<file path="src/hdl/ctrlPkg.sv">
package ctrlPkg;

	////////////////////////////////////////////////////////////////////////////
	// Widths

	localparam int dataWidth = 16;
	localparam int opWidth = 4;
	localparam int regWidth = 4;
	localparam int opExWidth = 4;
	// Immediate fills the word below opcode and destination
	localparam int immWidth = dataWidth - opWidth - regWidth;
	localparam int psrWidth = 5;

	// Bit positions inside the status register
	localparam int flagC = 0;
	localparam int flagL = 1;
	localparam int flagF = 2;
	localparam int flagZ = 3;
	localparam int flagN = 4;

	typedef logic [regWidth-1:0] regIdx_t;
	typedef logic [immWidth-1:0] imm_t;
	typedef logic [psrWidth-1:0] psr_t;

	////////////////////////////////////////////////////////////////////////////
	// Instruction encodings

	typedef enum logic [opWidth-1:0] {
		OP_RTYPE = 4'd0,
		OP_ANDI = 4'd1,
		OP_ORI = 4'd2,
		OP_XORI = 4'd3,
		OP_OTYPE = 4'd4,
		OP_ADDI = 4'd5,
		OP_ADDUI = 4'd6,
		OP_STYPE = 4'd8,
		OP_SUBI = 4'd9,
		OP_CMPI = 4'd11,
		OP_BCOND = 4'd12,
		OP_MOVI = 4'd13,
		OP_LUI = 4'd15
	} opcode_t;

	typedef logic [opExWidth-1:0] opEx_t;

	// Register ALU forms, same codes as the matching immediate opcodes
	localparam opEx_t EX_AND = 4'd1;
	localparam opEx_t EX_OR = 4'd2;
	localparam opEx_t EX_XOR = 4'd3;
	localparam opEx_t EX_ADD = 4'd5;
	localparam opEx_t EX_ADDU = 4'd6;
	localparam opEx_t EX_SUB = 4'd9;
	localparam opEx_t EX_CMP = 4'd11;
	localparam opEx_t EX_MOV = 4'd13;

	// Memory, jump and set forms
	localparam opEx_t OX_LOAD = 4'd0;
	localparam opEx_t OX_STOR = 4'd4;
	localparam opEx_t OX_JAL = 4'd8;
	localparam opEx_t OX_JCOND = 4'd12;
	localparam opEx_t OX_SCOND = 4'd13;

	// Shift forms
	localparam opEx_t SX_LLSHI = 4'd0;
	localparam opEx_t SX_LRSHI = 4'd1;
	localparam opEx_t SX_ALSHUI = 4'd2;
	localparam opEx_t SX_ARSHUI = 4'd3;
	localparam opEx_t SX_LSH = 4'd4;
	localparam opEx_t SX_ASHU = 4'd6;

	typedef enum logic [3:0] {
		COND_EQ = 4'd0,
		COND_NE = 4'd1,
		COND_CS = 4'd2,
		COND_CC = 4'd3,
		COND_HI = 4'd4,
		COND_LS = 4'd5,
		COND_GT = 4'd6,
		COND_LE = 4'd7,
		COND_FS = 4'd8,
		COND_FC = 4'd9,
		COND_LO = 4'd10,
		COND_HS = 4'd11,
		COND_LT = 4'd12,
		COND_GE = 4'd13,
		COND_UC = 4'd14,
		COND_NV = 4'd15
	} cond_t;

	////////////////////////////////////////////////////////////////////////////
	// Datapath controls

	typedef enum logic [3:0] {
		ALU_NOP = 4'd0,
		ALU_ADD = 4'd1,
		ALU_ADDU = 4'd2,
		ALU_SUB = 4'd3,
		ALU_AND = 4'd4,
		ALU_OR = 4'd5,
		ALU_XOR = 4'd6,
		ALU_MOV = 4'd7,
		ALU_LUI = 4'd8,
		ALU_SLL = 4'd9,
		ALU_SRL = 4'd10,
		ALU_SLA = 4'd11,
		ALU_SRA = 4'd12
	} aluOp_t;

	typedef enum logic [1:0] {WB_LINK, WB_COND, WB_ALU, WB_MEM} wbSel_t;

	typedef enum logic [1:0] {CK_NONE, CK_BRANCH, CK_JUMP, CK_SET} condKind_t;

	// Register view and immediate view of the same word
	typedef struct packed {
		opcode_t op;
		regIdx_t dst;
		opEx_t opEx;
		regIdx_t src;
	} rForm_t;

	typedef struct packed {
		opcode_t op;
		regIdx_t dst;
		imm_t imm;
	} iForm_t;

	typedef union packed {
		rForm_t rForm;
		iForm_t iForm;
	} inst_u;

	typedef enum logic [1:0] {ST_FETCH, ST_DECODE, ST_LOAD} ctrlState_t;

endpackage

</file>
<file path="src/hdl/instDecode.sv">
`timescale 1ns/1ps

module instDecode
#(
	parameter ctrlPkg::regIdx_t linkReg = 4'd15
)
(
	input ctrlPkg::inst_u inst,
	input logic loadPhase,
	output ctrlPkg::aluOp_t aluOp,
	output ctrlPkg::wbSel_t wbSel,
	output logic immSel,
	output logic memSel,
	output logic writeEn,
	output logic psrSet,
	output logic pcAdvance,
	output logic isLoad,
	output ctrlPkg::regIdx_t rDst,
	output ctrlPkg::regIdx_t rSrc,
	output ctrlPkg::imm_t immVal,
	output ctrlPkg::cond_t condCode,
	output ctrlPkg::condKind_t condKind
);

	// ALU op for the arithmetic and logic forms
	// Immediate opcodes reuse the register extension codes, LUI only exists as immediate
	function automatic ctrlPkg::aluOp_t arithOp(input ctrlPkg::opEx_t code);
		case (code)
			ctrlPkg::EX_AND: arithOp = ctrlPkg::ALU_AND;
			ctrlPkg::EX_OR: arithOp = ctrlPkg::ALU_OR;
			ctrlPkg::EX_XOR: arithOp = ctrlPkg::ALU_XOR;
			ctrlPkg::EX_ADD: arithOp = ctrlPkg::ALU_ADD;
			ctrlPkg::EX_ADDU: arithOp = ctrlPkg::ALU_ADDU;
			ctrlPkg::EX_SUB: arithOp = ctrlPkg::ALU_SUB;
			ctrlPkg::EX_CMP: arithOp = ctrlPkg::ALU_SUB;
			ctrlPkg::EX_MOV: arithOp = ctrlPkg::ALU_MOV;
			ctrlPkg::OP_LUI: arithOp = ctrlPkg::ALU_LUI;
			default: arithOp = ctrlPkg::ALU_NOP;
		endcase
	endfunction

	always_comb
	begin
		aluOp = ctrlPkg::ALU_NOP;
		wbSel = ctrlPkg::WB_ALU;
		immSel = 1'b0;
		memSel = 1'b0;
		writeEn = 1'b0;
		psrSet = 1'b0;
		pcAdvance = 1'b0;
		isLoad = 1'b0;
		rDst = '0;
		rSrc = '0;
		immVal = '0;
		condCode = ctrlPkg::COND_NV;
		condKind = ctrlPkg::CK_NONE;

		case (inst.iForm.op)
			////////////////////////////////////////////////////////////////////////////
			// Immediate ALU forms
			ctrlPkg::OP_ANDI, ctrlPkg::OP_ORI, ctrlPkg::OP_XORI,
			ctrlPkg::OP_ADDI, ctrlPkg::OP_ADDUI, ctrlPkg::OP_SUBI,
			ctrlPkg::OP_CMPI, ctrlPkg::OP_MOVI, ctrlPkg::OP_LUI:
			begin
				rDst = inst.iForm.dst;
				immVal = inst.iForm.imm;
				aluOp = arithOp(inst.iForm.op);
				immSel = 1'b1;
				// Compare only updates flags
				writeEn = (inst.iForm.op != ctrlPkg::OP_CMPI);
				psrSet = 1'b1;
				pcAdvance = 1'b1;
			end

			////////////////////////////////////////////////////////////////////////////
			// Register ALU forms
			ctrlPkg::OP_RTYPE:
			begin
				case (inst.rForm.opEx)
					ctrlPkg::EX_AND, ctrlPkg::EX_OR, ctrlPkg::EX_XOR, ctrlPkg::EX_ADD,
					ctrlPkg::EX_ADDU, ctrlPkg::EX_SUB, ctrlPkg::EX_CMP, ctrlPkg::EX_MOV:
					begin
						rDst = inst.rForm.dst;
						rSrc = inst.rForm.src;
						aluOp = arithOp(inst.rForm.opEx);
						writeEn = (inst.rForm.opEx != ctrlPkg::EX_CMP);
						psrSet = 1'b1;
						pcAdvance = 1'b1;
					end
					default:
					begin
					end
				endcase
			end

			////////////////////////////////////////////////////////////////////////////
			// Shifts, flags untouched
			ctrlPkg::OP_STYPE:
			begin
				case (inst.rForm.opEx)
					ctrlPkg::SX_LSH, ctrlPkg::SX_ASHU:
					begin
						rDst = inst.rForm.dst;
						rSrc = inst.rForm.src;
						aluOp = (inst.rForm.opEx == ctrlPkg::SX_LSH) ?
							ctrlPkg::ALU_SLL : ctrlPkg::ALU_SLA;
						writeEn = 1'b1;
						pcAdvance = 1'b1;
					end
					ctrlPkg::SX_LLSHI, ctrlPkg::SX_LRSHI, ctrlPkg::SX_ALSHUI,
					ctrlPkg::SX_ARSHUI:
					begin
						rDst = inst.rForm.dst;
						// Shift amount is the low nibble, zero extended
						immVal = {{(ctrlPkg::immWidth - ctrlPkg::regWidth){1'b0}},
							inst.rForm.src};
						case (inst.rForm.opEx)
							ctrlPkg::SX_LLSHI: aluOp = ctrlPkg::ALU_SLL;
							ctrlPkg::SX_LRSHI: aluOp = ctrlPkg::ALU_SRL;
							ctrlPkg::SX_ALSHUI: aluOp = ctrlPkg::ALU_SLA;
							default: aluOp = ctrlPkg::ALU_SRA;
						endcase
						writeEn = 1'b1;
						pcAdvance = 1'b1;
					end
					default:
					begin
					end
				endcase
			end

			////////////////////////////////////////////////////////////////////////////
			// Memory, jumps and set-on-condition
			ctrlPkg::OP_OTYPE:
			begin
				case (inst.rForm.opEx)
					ctrlPkg::OX_LOAD:
					begin
						rSrc = inst.rForm.src;
						memSel = 1'b1;
						if (loadPhase)
						begin
							// Second cycle writes the memory word back
							rDst = inst.rForm.dst;
							writeEn = 1'b1;
							wbSel = ctrlPkg::WB_MEM;
							pcAdvance = 1'b1;
						end
						else
						begin
							isLoad = 1'b1;
						end
					end
					ctrlPkg::OX_STOR:
					begin
						rDst = inst.rForm.dst;
						rSrc = inst.rForm.src;
						memSel = 1'b1;
						pcAdvance = 1'b1;
					end
					ctrlPkg::OX_SCOND:
					begin
						rDst = inst.rForm.dst;
						wbSel = ctrlPkg::WB_COND;
						writeEn = 1'b1;
						pcAdvance = 1'b1;
						condKind = ctrlPkg::CK_SET;
						condCode = ctrlPkg::cond_t'(inst.rForm.src);
					end
					ctrlPkg::OX_JCOND:
					begin
						rSrc = inst.rForm.src;
						pcAdvance = 1'b1;
						// Condition sits in the dst nibble here
						condKind = ctrlPkg::CK_JUMP;
						condCode = ctrlPkg::cond_t'(inst.rForm.dst);
					end
					ctrlPkg::OX_JAL:
					begin
						rDst = linkReg;
						rSrc = inst.rForm.src;
						writeEn = 1'b1;
						wbSel = ctrlPkg::WB_LINK;
						pcAdvance = 1'b1;
						condKind = ctrlPkg::CK_JUMP;
						condCode = ctrlPkg::COND_UC;
					end
					default:
					begin
					end
				endcase
			end

			ctrlPkg::OP_BCOND:
			begin
				immVal = inst.iForm.imm;
				immSel = 1'b1;
				pcAdvance = 1'b1;
				condKind = ctrlPkg::CK_BRANCH;
				condCode = ctrlPkg::cond_t'(inst.rForm.src);
			end

			default:
			begin
			end
		endcase
	end

endmodule

</file>
<file path="src/hdl/condEval.sv">
`timescale 1ns/1ps

module condEval
(
	input logic clk,
	input logic rst,
	input ctrlPkg::psr_t psrIn,
	input logic psrLoad,
	input ctrlPkg::cond_t condCode,
	input ctrlPkg::condKind_t condKind,
	output logic condTrue
);

	ctrlPkg::psr_t psr;
	logic hit;

	// Status register, loaded by flag-setting instructions only
	always_ff @(posedge clk or negedge rst)
	begin
		if (!rst)
		begin
			psr <= '0;
		end
		else if (psrLoad)
		begin
			psr <= psrIn;
		end
	end

	////////////////////////////////////////////////////////////////////////////
	// Condition table

	always_comb
	begin
		case (condCode)
			ctrlPkg::COND_EQ: hit = psr[ctrlPkg::flagZ];
			ctrlPkg::COND_NE: hit = !psr[ctrlPkg::flagZ];
			ctrlPkg::COND_CS: hit = psr[ctrlPkg::flagC];
			ctrlPkg::COND_CC: hit = !psr[ctrlPkg::flagC];
			ctrlPkg::COND_HI: hit = psr[ctrlPkg::flagL];
			ctrlPkg::COND_LS: hit = !psr[ctrlPkg::flagL];
			ctrlPkg::COND_GT: hit = psr[ctrlPkg::flagN];
			ctrlPkg::COND_LE: hit = !psr[ctrlPkg::flagN];
			ctrlPkg::COND_FS: hit = psr[ctrlPkg::flagF];
			ctrlPkg::COND_FC: hit = !psr[ctrlPkg::flagF];
			ctrlPkg::COND_HS: hit = psr[ctrlPkg::flagZ] | psr[ctrlPkg::flagL];
			ctrlPkg::COND_LO: hit = !(psr[ctrlPkg::flagZ] | psr[ctrlPkg::flagL]);
			ctrlPkg::COND_GE: hit = psr[ctrlPkg::flagZ] | psr[ctrlPkg::flagN];
			ctrlPkg::COND_LT: hit = !(psr[ctrlPkg::flagZ] | psr[ctrlPkg::flagN]);
			// Unconditional only counts for jumps
			ctrlPkg::COND_UC: hit = (condKind == ctrlPkg::CK_JUMP);
			default: hit = 1'b0;
		endcase
	end

	assign condTrue = hit && (condKind != ctrlPkg::CK_NONE);

endmodule

</file>
<file path="src/hdl/ctrlSequencer.sv">
`timescale 1ns/1ps

module ctrlSequencer
(
	input logic clk,
	input logic rst,
	// Control set from the decoder
	input ctrlPkg::aluOp_t decAluOp,
	input logic decImmSel,
	input logic decMemSel,
	input logic decWriteEn,
	input logic decPsrSet,
	input logic decPcAdvance,
	input ctrlPkg::wbSel_t decWbSel,
	input ctrlPkg::regIdx_t decRDst,
	input ctrlPkg::regIdx_t decRSrc,
	input ctrlPkg::imm_t decImmVal,
	input logic decIsLoad,
	input ctrlPkg::condKind_t condKind,
	input logic condTrue,
	output logic branch,
	output logic jump,
	output logic romMux,
	output logic memcMux,
	output logic immMux,
	output logic pcEn,
	output logic write,
	output logic condRslt,
	output logic psrLoad,
	output logic loadPhase,
	output ctrlPkg::wbSel_t wbMux,
	output ctrlPkg::regIdx_t rDst,
	output ctrlPkg::regIdx_t rSrc,
	output ctrlPkg::imm_t immVal,
	output ctrlPkg::aluOp_t aluOp
);

	ctrlPkg::ctrlState_t state;
	ctrlPkg::ctrlState_t nextState;
	logic active;

	////////////////////////////////////////////////////////////////////////////
	// State machine

	always_ff @(posedge clk or negedge rst)
	begin
		if (!rst)
		begin
			state <= ctrlPkg::ST_FETCH;
		end
		else
		begin
			state <= nextState;
		end
	end

	always_comb
	begin
		case (state)
			ctrlPkg::ST_FETCH: nextState = ctrlPkg::ST_DECODE;
			// Only a load needs the extra cycle
			ctrlPkg::ST_DECODE: nextState = decIsLoad ? ctrlPkg::ST_LOAD : ctrlPkg::ST_FETCH;
			default: nextState = ctrlPkg::ST_FETCH;
		endcase
	end

	////////////////////////////////////////////////////////////////////////////
	// Output gating

	assign active = (state != ctrlPkg::ST_FETCH);
	assign loadPhase = (state == ctrlPkg::ST_LOAD);
	assign psrLoad = decPsrSet && (state == ctrlPkg::ST_DECODE);
	// Instruction ROM select is never switched
	assign romMux = 1'b0;

	always_comb
	begin
		branch = 1'b0;
		jump = 1'b0;
		condRslt = 1'b0;
		memcMux = 1'b0;
		immMux = 1'b0;
		pcEn = 1'b0;
		write = 1'b0;
		wbMux = ctrlPkg::WB_ALU;
		rDst = '0;
		rSrc = '0;
		immVal = '0;
		aluOp = ctrlPkg::ALU_NOP;
		if (active)
		begin
			// Route condition result by instruction kind
			branch = condTrue && (condKind == ctrlPkg::CK_BRANCH);
			jump = condTrue && (condKind == ctrlPkg::CK_JUMP);
			condRslt = condTrue && (condKind == ctrlPkg::CK_SET);
			memcMux = decMemSel;
			immMux = decImmSel;
			pcEn = decPcAdvance;
			write = decWriteEn;
			wbMux = decWbSel;
			rDst = decRDst;
			rSrc = decRSrc;
			immVal = decImmVal;
			aluOp = decAluOp;
		end
	end

endmodule

</file>
<file path="src/hdl/controller.sv">
`timescale 1ns/1ps

module controller
#(
	parameter ctrlPkg::regIdx_t linkReg = 4'd15
)
(
	input logic clk,
	input logic rst,
	input ctrlPkg::psr_t psrIn,
	input ctrlPkg::inst_u inst,
	output logic branch,
	output logic jump,
	output logic romMux,
	output logic memcMux,
	output logic immMux,
	output logic pcEn,
	output logic write,
	output logic condRslt,
	output ctrlPkg::wbSel_t wbMux,
	output ctrlPkg::regIdx_t rDst,
	output ctrlPkg::regIdx_t rSrc,
	output ctrlPkg::imm_t immVal,
	output ctrlPkg::aluOp_t aluOp
);

	// Decoder results
	ctrlPkg::aluOp_t decAluOp;
	ctrlPkg::wbSel_t decWbSel;
	logic decImmSel;
	logic decMemSel;
	logic decWriteEn;
	logic decPsrSet;
	logic decPcAdvance;
	logic decIsLoad;
	ctrlPkg::regIdx_t decRDst;
	ctrlPkg::regIdx_t decRSrc;
	ctrlPkg::imm_t decImmVal;
	ctrlPkg::cond_t condCode;
	ctrlPkg::condKind_t condKind;

	// Sequencer feedback
	logic condTrue;
	logic psrLoad;
	logic loadPhase;

	instDecode #(
		.linkReg(linkReg)
	) u_instDecode (
		.inst(inst),
		.loadPhase(loadPhase),
		.aluOp(decAluOp),
		.wbSel(decWbSel),
		.immSel(decImmSel),
		.memSel(decMemSel),
		.writeEn(decWriteEn),
		.psrSet(decPsrSet),
		.pcAdvance(decPcAdvance),
		.isLoad(decIsLoad),
		.rDst(decRDst),
		.rSrc(decRSrc),
		.immVal(decImmVal),
		.condCode(condCode),
		.condKind(condKind)
	);

	condEval u_condEval (
		.clk(clk),
		.rst(rst),
		.psrIn(psrIn),
		.psrLoad(psrLoad),
		.condCode(condCode),
		.condKind(condKind),
		.condTrue(condTrue)
	);

	ctrlSequencer u_ctrlSequencer (
		.clk(clk),
		.rst(rst),
		.decAluOp(decAluOp),
		.decImmSel(decImmSel),
		.decMemSel(decMemSel),
		.decWriteEn(decWriteEn),
		.decPsrSet(decPsrSet),
		.decPcAdvance(decPcAdvance),
		.decWbSel(decWbSel),
		.decRDst(decRDst),
		.decRSrc(decRSrc),
		.decImmVal(decImmVal),
		.decIsLoad(decIsLoad),
		.condKind(condKind),
		.condTrue(condTrue),
		.branch(branch),
		.jump(jump),
		.romMux(romMux),
		.memcMux(memcMux),
		.immMux(immMux),
		.pcEn(pcEn),
		.write(write),
		.condRslt(condRslt),
		.psrLoad(psrLoad),
		.loadPhase(loadPhase),
		.wbMux(wbMux),
		.rDst(rDst),
		.rSrc(rSrc),
		.immVal(immVal),
		.aluOp(aluOp)
	);

endmodule

</file>
<file path="config.mk">
export PLATFORM = sky130hd
export DESIGN_NAME = controller
export DESIGN_NICKNAME = d
export VERILOG_FILES = /design/src/hdl/ctrlPkg.sv /design/src/hdl/instDecode.sv /design/src/hdl/condEval.sv /design/src/hdl/ctrlSequencer.sv /design/src/hdl/controller.sv
export SDC_FILE = /design/constraint.sdc
export NUM_CORES = 1
export LEC_CHECK = 0
export BUFFER_PORTS_ARGS = -buffer_cell sky130_fd_sc_hd__buf_2
export CAP_MARGIN = 20
export CORE_MARGIN = 5
export CORE_UTILIZATION = 30
export DETAILED_ROUTE_END_ITERATION = 7
export PLACE_DENSITY_LB_ADDON = 0.05
export SETUP_SLACK_MARGIN = 0.02
export SLEW_MARGIN = 25
export SYNTH_ARGS = -nofsm -noshare
export SYNTH_HDL_FRONTEND = slang
export SYNTH_SLANG_ARGS = --single-unit
</file>
<file path="constraint.sdc">
create_clock -name clk -period 2.8 [get_ports clk]
set_input_delay 0.42 -clock clk [delete_from_list [all_inputs] [get_ports clk]]
set_output_delay 0.42 -clock clk [all_outputs]
set_load 0.03 [all_outputs]
</file>
### After elaboration in Yosys (flattened, before gate mapping)

Memories as Yosys holds them, arrays and structs flattened.
Index checks and enable logic that the tools add are counted.

* register bits: 7
* bits in read-only memories: 128
* bits of input ports: 23
* output and inout port bits: 30
* memories kept: 2

* equal/unequal tests: 44
* muxes and demuxes: 53
* bitwise logic cells: 2
* reductions and logical operators: 30

Memory list
* (no name shown): depth 16, bits a word 4, read ports 1, clocked after memory_dff 0, wr ports 0, RTL line instDecode.sv:28 `case (code)`
* (no name shown): depth 16, bits a word 4, read ports 1, clocked after memory_dff 0, wr ports 0, RTL line instDecode.sv:28

Operators with widths (number)
* equality test 4 bit, second input constant: 18
* case mux 4 bit (3 select lines): 4
* 2-to-1 mux 4 bit: 11
* equality test 4 x 3 -> 1 bit, second input constant: 10
* equality test 4 x 2 -> 1 bit, second input constant: 6
* 2-to-1 mux 1 bit: 18
* case mux 4 bit (2 select lines): 2
* case mux 4 bit (4 select lines): 1
* case mux 8 bit (2 select lines): 1
* case mux 1 bit (15 select lines): 1
* equality test 4 x 1 -> 1 bit, second input constant: 3
* logical NOT 4 bit: 3
* case mux 2 bit (2 select lines): 3
* OR reduction 4 bit: 3
* OR reduction 10 bit: 1
* OR reduction 2 bit: 5
* case mux 3 bit (3 select lines): 1
* OR reduction 9 bit: 1
* 2-to-1 mux 2 bit: 4
* 2-to-1 mux 8 bit: 1
* inequality test 4 bit, second input constant: 2
* case mux 1 bit (4 select lines): 2
* OR reduction 8 bit: 1
* logical NOT 1 bit: 7
* other kinds (9): 20

### Longest topological paths before layout

* depth in word-level cells: 9
* gate-level depth with buffers: 9
* mapped depth without buffers: 7

### Cells and area by module

A second synthesis with hierarchy kept.

* cells, all modules: 213
* area, all modules: 1448.9 sq um

By module, submodules not included
* instDecode: instances 1, cells each 133, area an instance 775.7 sq um, seq. area each 0.0 sq um
* condEval: instances 1, cells each 38, area an instance 374.1 sq um, seq. area each 125.1 sq um
* ctrlSequencer: instances 1, cells each 42, area an instance 299.0 sq um, seq. area each 50.0 sq um

### Least setup slack after synthesis

OpenSTA, ideal clock, no wires.

* path kind: input to output
* start: input port inst[6] in the netlist's numbering
* end: output port condRslt
* data arrival time: 2.628 ns
* required time: 2.380 ns
* setup slack: -0.248 ns
* stages: 9
* path buffers: 2
* cells stage by stage: buf_6 -> and4b_1 -> buf_6 -> a221o_1 -> or4_1 -> a21oi_1 -> o31a_2 -> nor4_4 -> nor3_1

* cells in the longest elaborated chain, start to end: 9

Ends and longest elaborated chain
* start: declaration: RTL line controller.sv:11 `input ctrlPkg::inst_u inst,`
* equality test 4 bit: RTL line instDecode.sv:136 `case (inst.rForm.opEx)`
* OR reduction 2 bit (no line)
* case mux 2 bit (2 select lines): RTL line instDecode.sv:136
* case mux 2 bit (2 select lines): RTL line instDecode.sv:58 `case (inst.iForm.op)`
* equality test 2 bit: RTL line condEval.sv:51 `ctrlPkg::COND_UC: hit = (condKind == ctrlPkg::CK_JUMP);`
* case mux 1 bit (15 select lines): RTL line condEval.sv:35 `case (condCode)`
* logical AND 1 bit: RTL line condEval.sv:56 `assign condTrue = hit && (condKind != ctrlPkg::CK_NONE);`
* logical AND 1 bit *: RTL line ctrlSequencer.sv:95 `condRslt = condTrue && (condKind == ctrlPkg::CK_SET);`
* 2-to-1 mux 1 bit *: RTL line ctrlSequencer.sv:90 `if (active)`
* end: declaration: RTL line controller.sv:19 `output logic condRslt,`

Mark *: on every way between the ends. The rest lies on a longest branch, timed or not.

### Worst setup path in the final report

* start: input port inst[7] in the netlist's numbering
* end: output port condRslt

Same word-level chain as after synthesis.

==> impl_metrics.yaml <==
timing:
  fmax_mhz: 354
  worst_slack_ns: -0.0253
  finalWorstPathRequiredPeriod_ns: 2.83
  rsz0062_at_grt: "yes"
  drv_slew: 0
  hold_viol_final: 0
  finClkSkew_ns: 0.00528
  setup_violations: 2
  fin_crit_sh_pct: 101
place:
  dp_hpwl_um: 4140
  portBuffers: 51
  place_congestion: 0.796
  dp_worst_setup_slack_ns: -0.157
  placed_area_um2: 1930
synth:
  yosysSeqAreaShare_pct: 12.2
  synth_edf_count: 0
  synth_fp_nets: 241
  ys_seq_elements: 7
  ys.flop_type: "dfrtp_1"
  async_reset_ff_share_pct: 100
  syn_area_um2: 1430
  ys_warn_count: 0
  avgSynthCellArea_um2: 6.58
  syn_inst: 218
  ys_types: 55
route:
  via_per_inst: 5.50
  wl_met3_um: 274
  top_layer: "met4"
  ant_nets: 0
  drt-met1-wl_um: 2290
  drt_wl_total_um: 5200
  dr.pass1.iters: 4
  drt_iter0_drc: 187
  vias: 1887
  post-route-drc-count: 0
  met2_length_um: 2610
  post_drt_wl_per_cell_um: 15.2
global_route:
  grtUsageTotal_pct: 16.5
  grt_pass1_vias: 1750
  grt_max_degree: 25
  grt_pass1_wl_um: 8420
  antenna_found_initial: 0
  globalRouteOverflowTotal: 0
power:
  p_per_area_nw_per_um2: 298
  leakage_nw: 0.900
  p_total_mw: 0.614
  ir_drop_mv: 0.291
layout:
  final_nets: 313
  area_growth_pct: 43.8
  num_antenna_cells: 0
  layout_commonest_cell: "buf_2"
  n_fill_cell: 521
  mostFrequentLayoutCells: "42 x buf_2, 40 x buf_4, 24 x nor2_1"
  fin_area_um2: 2060
  drive_above_1_share_pct: 39.4
flow_run:
  cap_violations: 0
cts:
  root_buffer: "clkbuf_8"
  cts_buffer_depth: 2
  cts_buffers: 3
  postCtsHoldBufs: 0
  h-tree-depth: 1
  clock-sinks: 7
  cts_tree: "done"
  path_clk_slew_ns: 0.04
  insertion_delay_ns: 0.23
critical_path:
  rr_worst_depth: 3
  cp.depth: 11
  slowest_delay_ns: 0.37
  cp_cell_sequence: "buf_6 > and4b_2 > a221o_1 > buf_4 > o21ai_2 > a21boi_1 > o31a_2 > nor4_4 > buf_6 > nor3_2 > buf_4"
  cp_slowest_cell: "a221o_1"
  crit_path_start_kind: "input port"
  crit_family: "compound AO/OA/AOI/OAI gates"
  worstSetupPathType: "input port to output port"
  critical_path_buf_inv_count: 4
  arrival_ns: 2.41
  worst_ep_required_time_ns: 2.38
  path_max_fanout: 7
  worstSetupEndpointType: "output port"
floorplan:
  core_um2: 4690
  io_pins: 53
  rows: 25
  die_y_um: 79.1
  dieWidth_um: 79.1
  start_util_pct: 30.6
  die_area_um2: 6260
hold_path:
  hold_path.class: "input port to asynchronous set/reset pin"
run_status:
  status: "finished, violations left"
  violations: "setup timing"
stage by stage:
step           hold WS (ns)  instances  utilization (%)  TNS (ns)
2_1_floorplan         0.124        218                -         0
3_5_place_dp          0.262        338             41.1    -0.453
5_1_grt              0.0235        343             43.9    -0.474
3_3_place_gp          0.261        338             41.1    -0.473
4_1_cts              0.0189        343             43.2   -0.0934
6_report             0.0179        343             43.9   -0.0451
report_power, final:
part	leakage (nW)	total [mW]	internal (mW)	switching, mW
clock network	0.0255	0.138	0.0961	0.0422
registers	0.0819	0.130	0.116	0.0135
logic	0.793	0.345	0.134	0.211
layout make-up:
type                            instances  area, um^2  share of cell area, %
Multi-Input combinational cell        182        1180                   57.4
Timing Repair Buffer                   86         552                   26.8
Sequential cell                         7         175                   8.50
Tap cell                               54        67.6                   3.28
Clock buffer                            3        41.3                   2.00
Inverter                               10        37.5                   1.82
Clock inverter                          1        5.00                  0.243
Yosys cell counts, types with 3 or more instances:
master     count  area share, %
a31oi_1        5            2.2
o2111ai_1      3            1.8
nand2_1        8            2.1
inv_1         10            2.6
nand4_1        3            1.3
nor2_1        25            6.5
buf_6          3            2.4
a21oi_1       24            8.4
a211oi_1       5            2.6
nand3b_1       3            1.6
nor3_1        11            3.8
dfrtp_1        7             12
mux2_2         5            3.9
o21ai_0       13            4.5
buf_2          3            1.0
nor2b_1        6            2.6
clkbuf_1      10            2.6
and2_1        12            5.2
nand3_1        9            3.1
nand2b_1       6            2.6
logic make-up (layout without fill, tap and decap cells):
kind of cell,Yosys count,count (layout),synth area share (%)
mux,5,5,3.93
simple gates,98,98,38.1
compound gates,78,78,35.8
other cells,1,1,0.262
buf+inv,29,100,9.69
flops,7,7,12.2
timing repair:
action                                  in CTS  in global routing
pin swaps                                    5                  0
endpoints found under the setup margin       9                 11
gates resized for setup                     15                 13
buffers inserted                             1                  0
cloned                                       0                  0
metal layers:
| metal | global-route usage, % | vias up |
|---|---|---|
| li1 | - | 955 |
| met1 | 21.9 | 870 |
| met2 | 29.2 | 58 |
| met3 | 2.61 | 4 |
| met4 | 1.55 | 0 |
| met5 | 0 | - |
flip-flops by register name, summed over array words and instances (netlist names):
register and count:
u_condEval.psr 5, u_ctrlSequencer.state 2
worst paths after layout:
path                                           from                        to  slack (ns)
max                                         inst[7]                  condRslt       -0.03
min                                             rst         u_condEval.psr[2]        0.02
max reg2reg                u_ctrlSequencer.state[1]         u_condEval.psr[2]        1.32
min reg2reg                       u_condEval.psr[0]         u_condEval.psr[0]        0.51
max in group asynchronous                       rst  u_ctrlSequencer.state[1]        2.62
min in group clk                           psrIn[4]         u_condEval.psr[4]        0.42
Note: power is estimated with default switching activity, not from simulation.
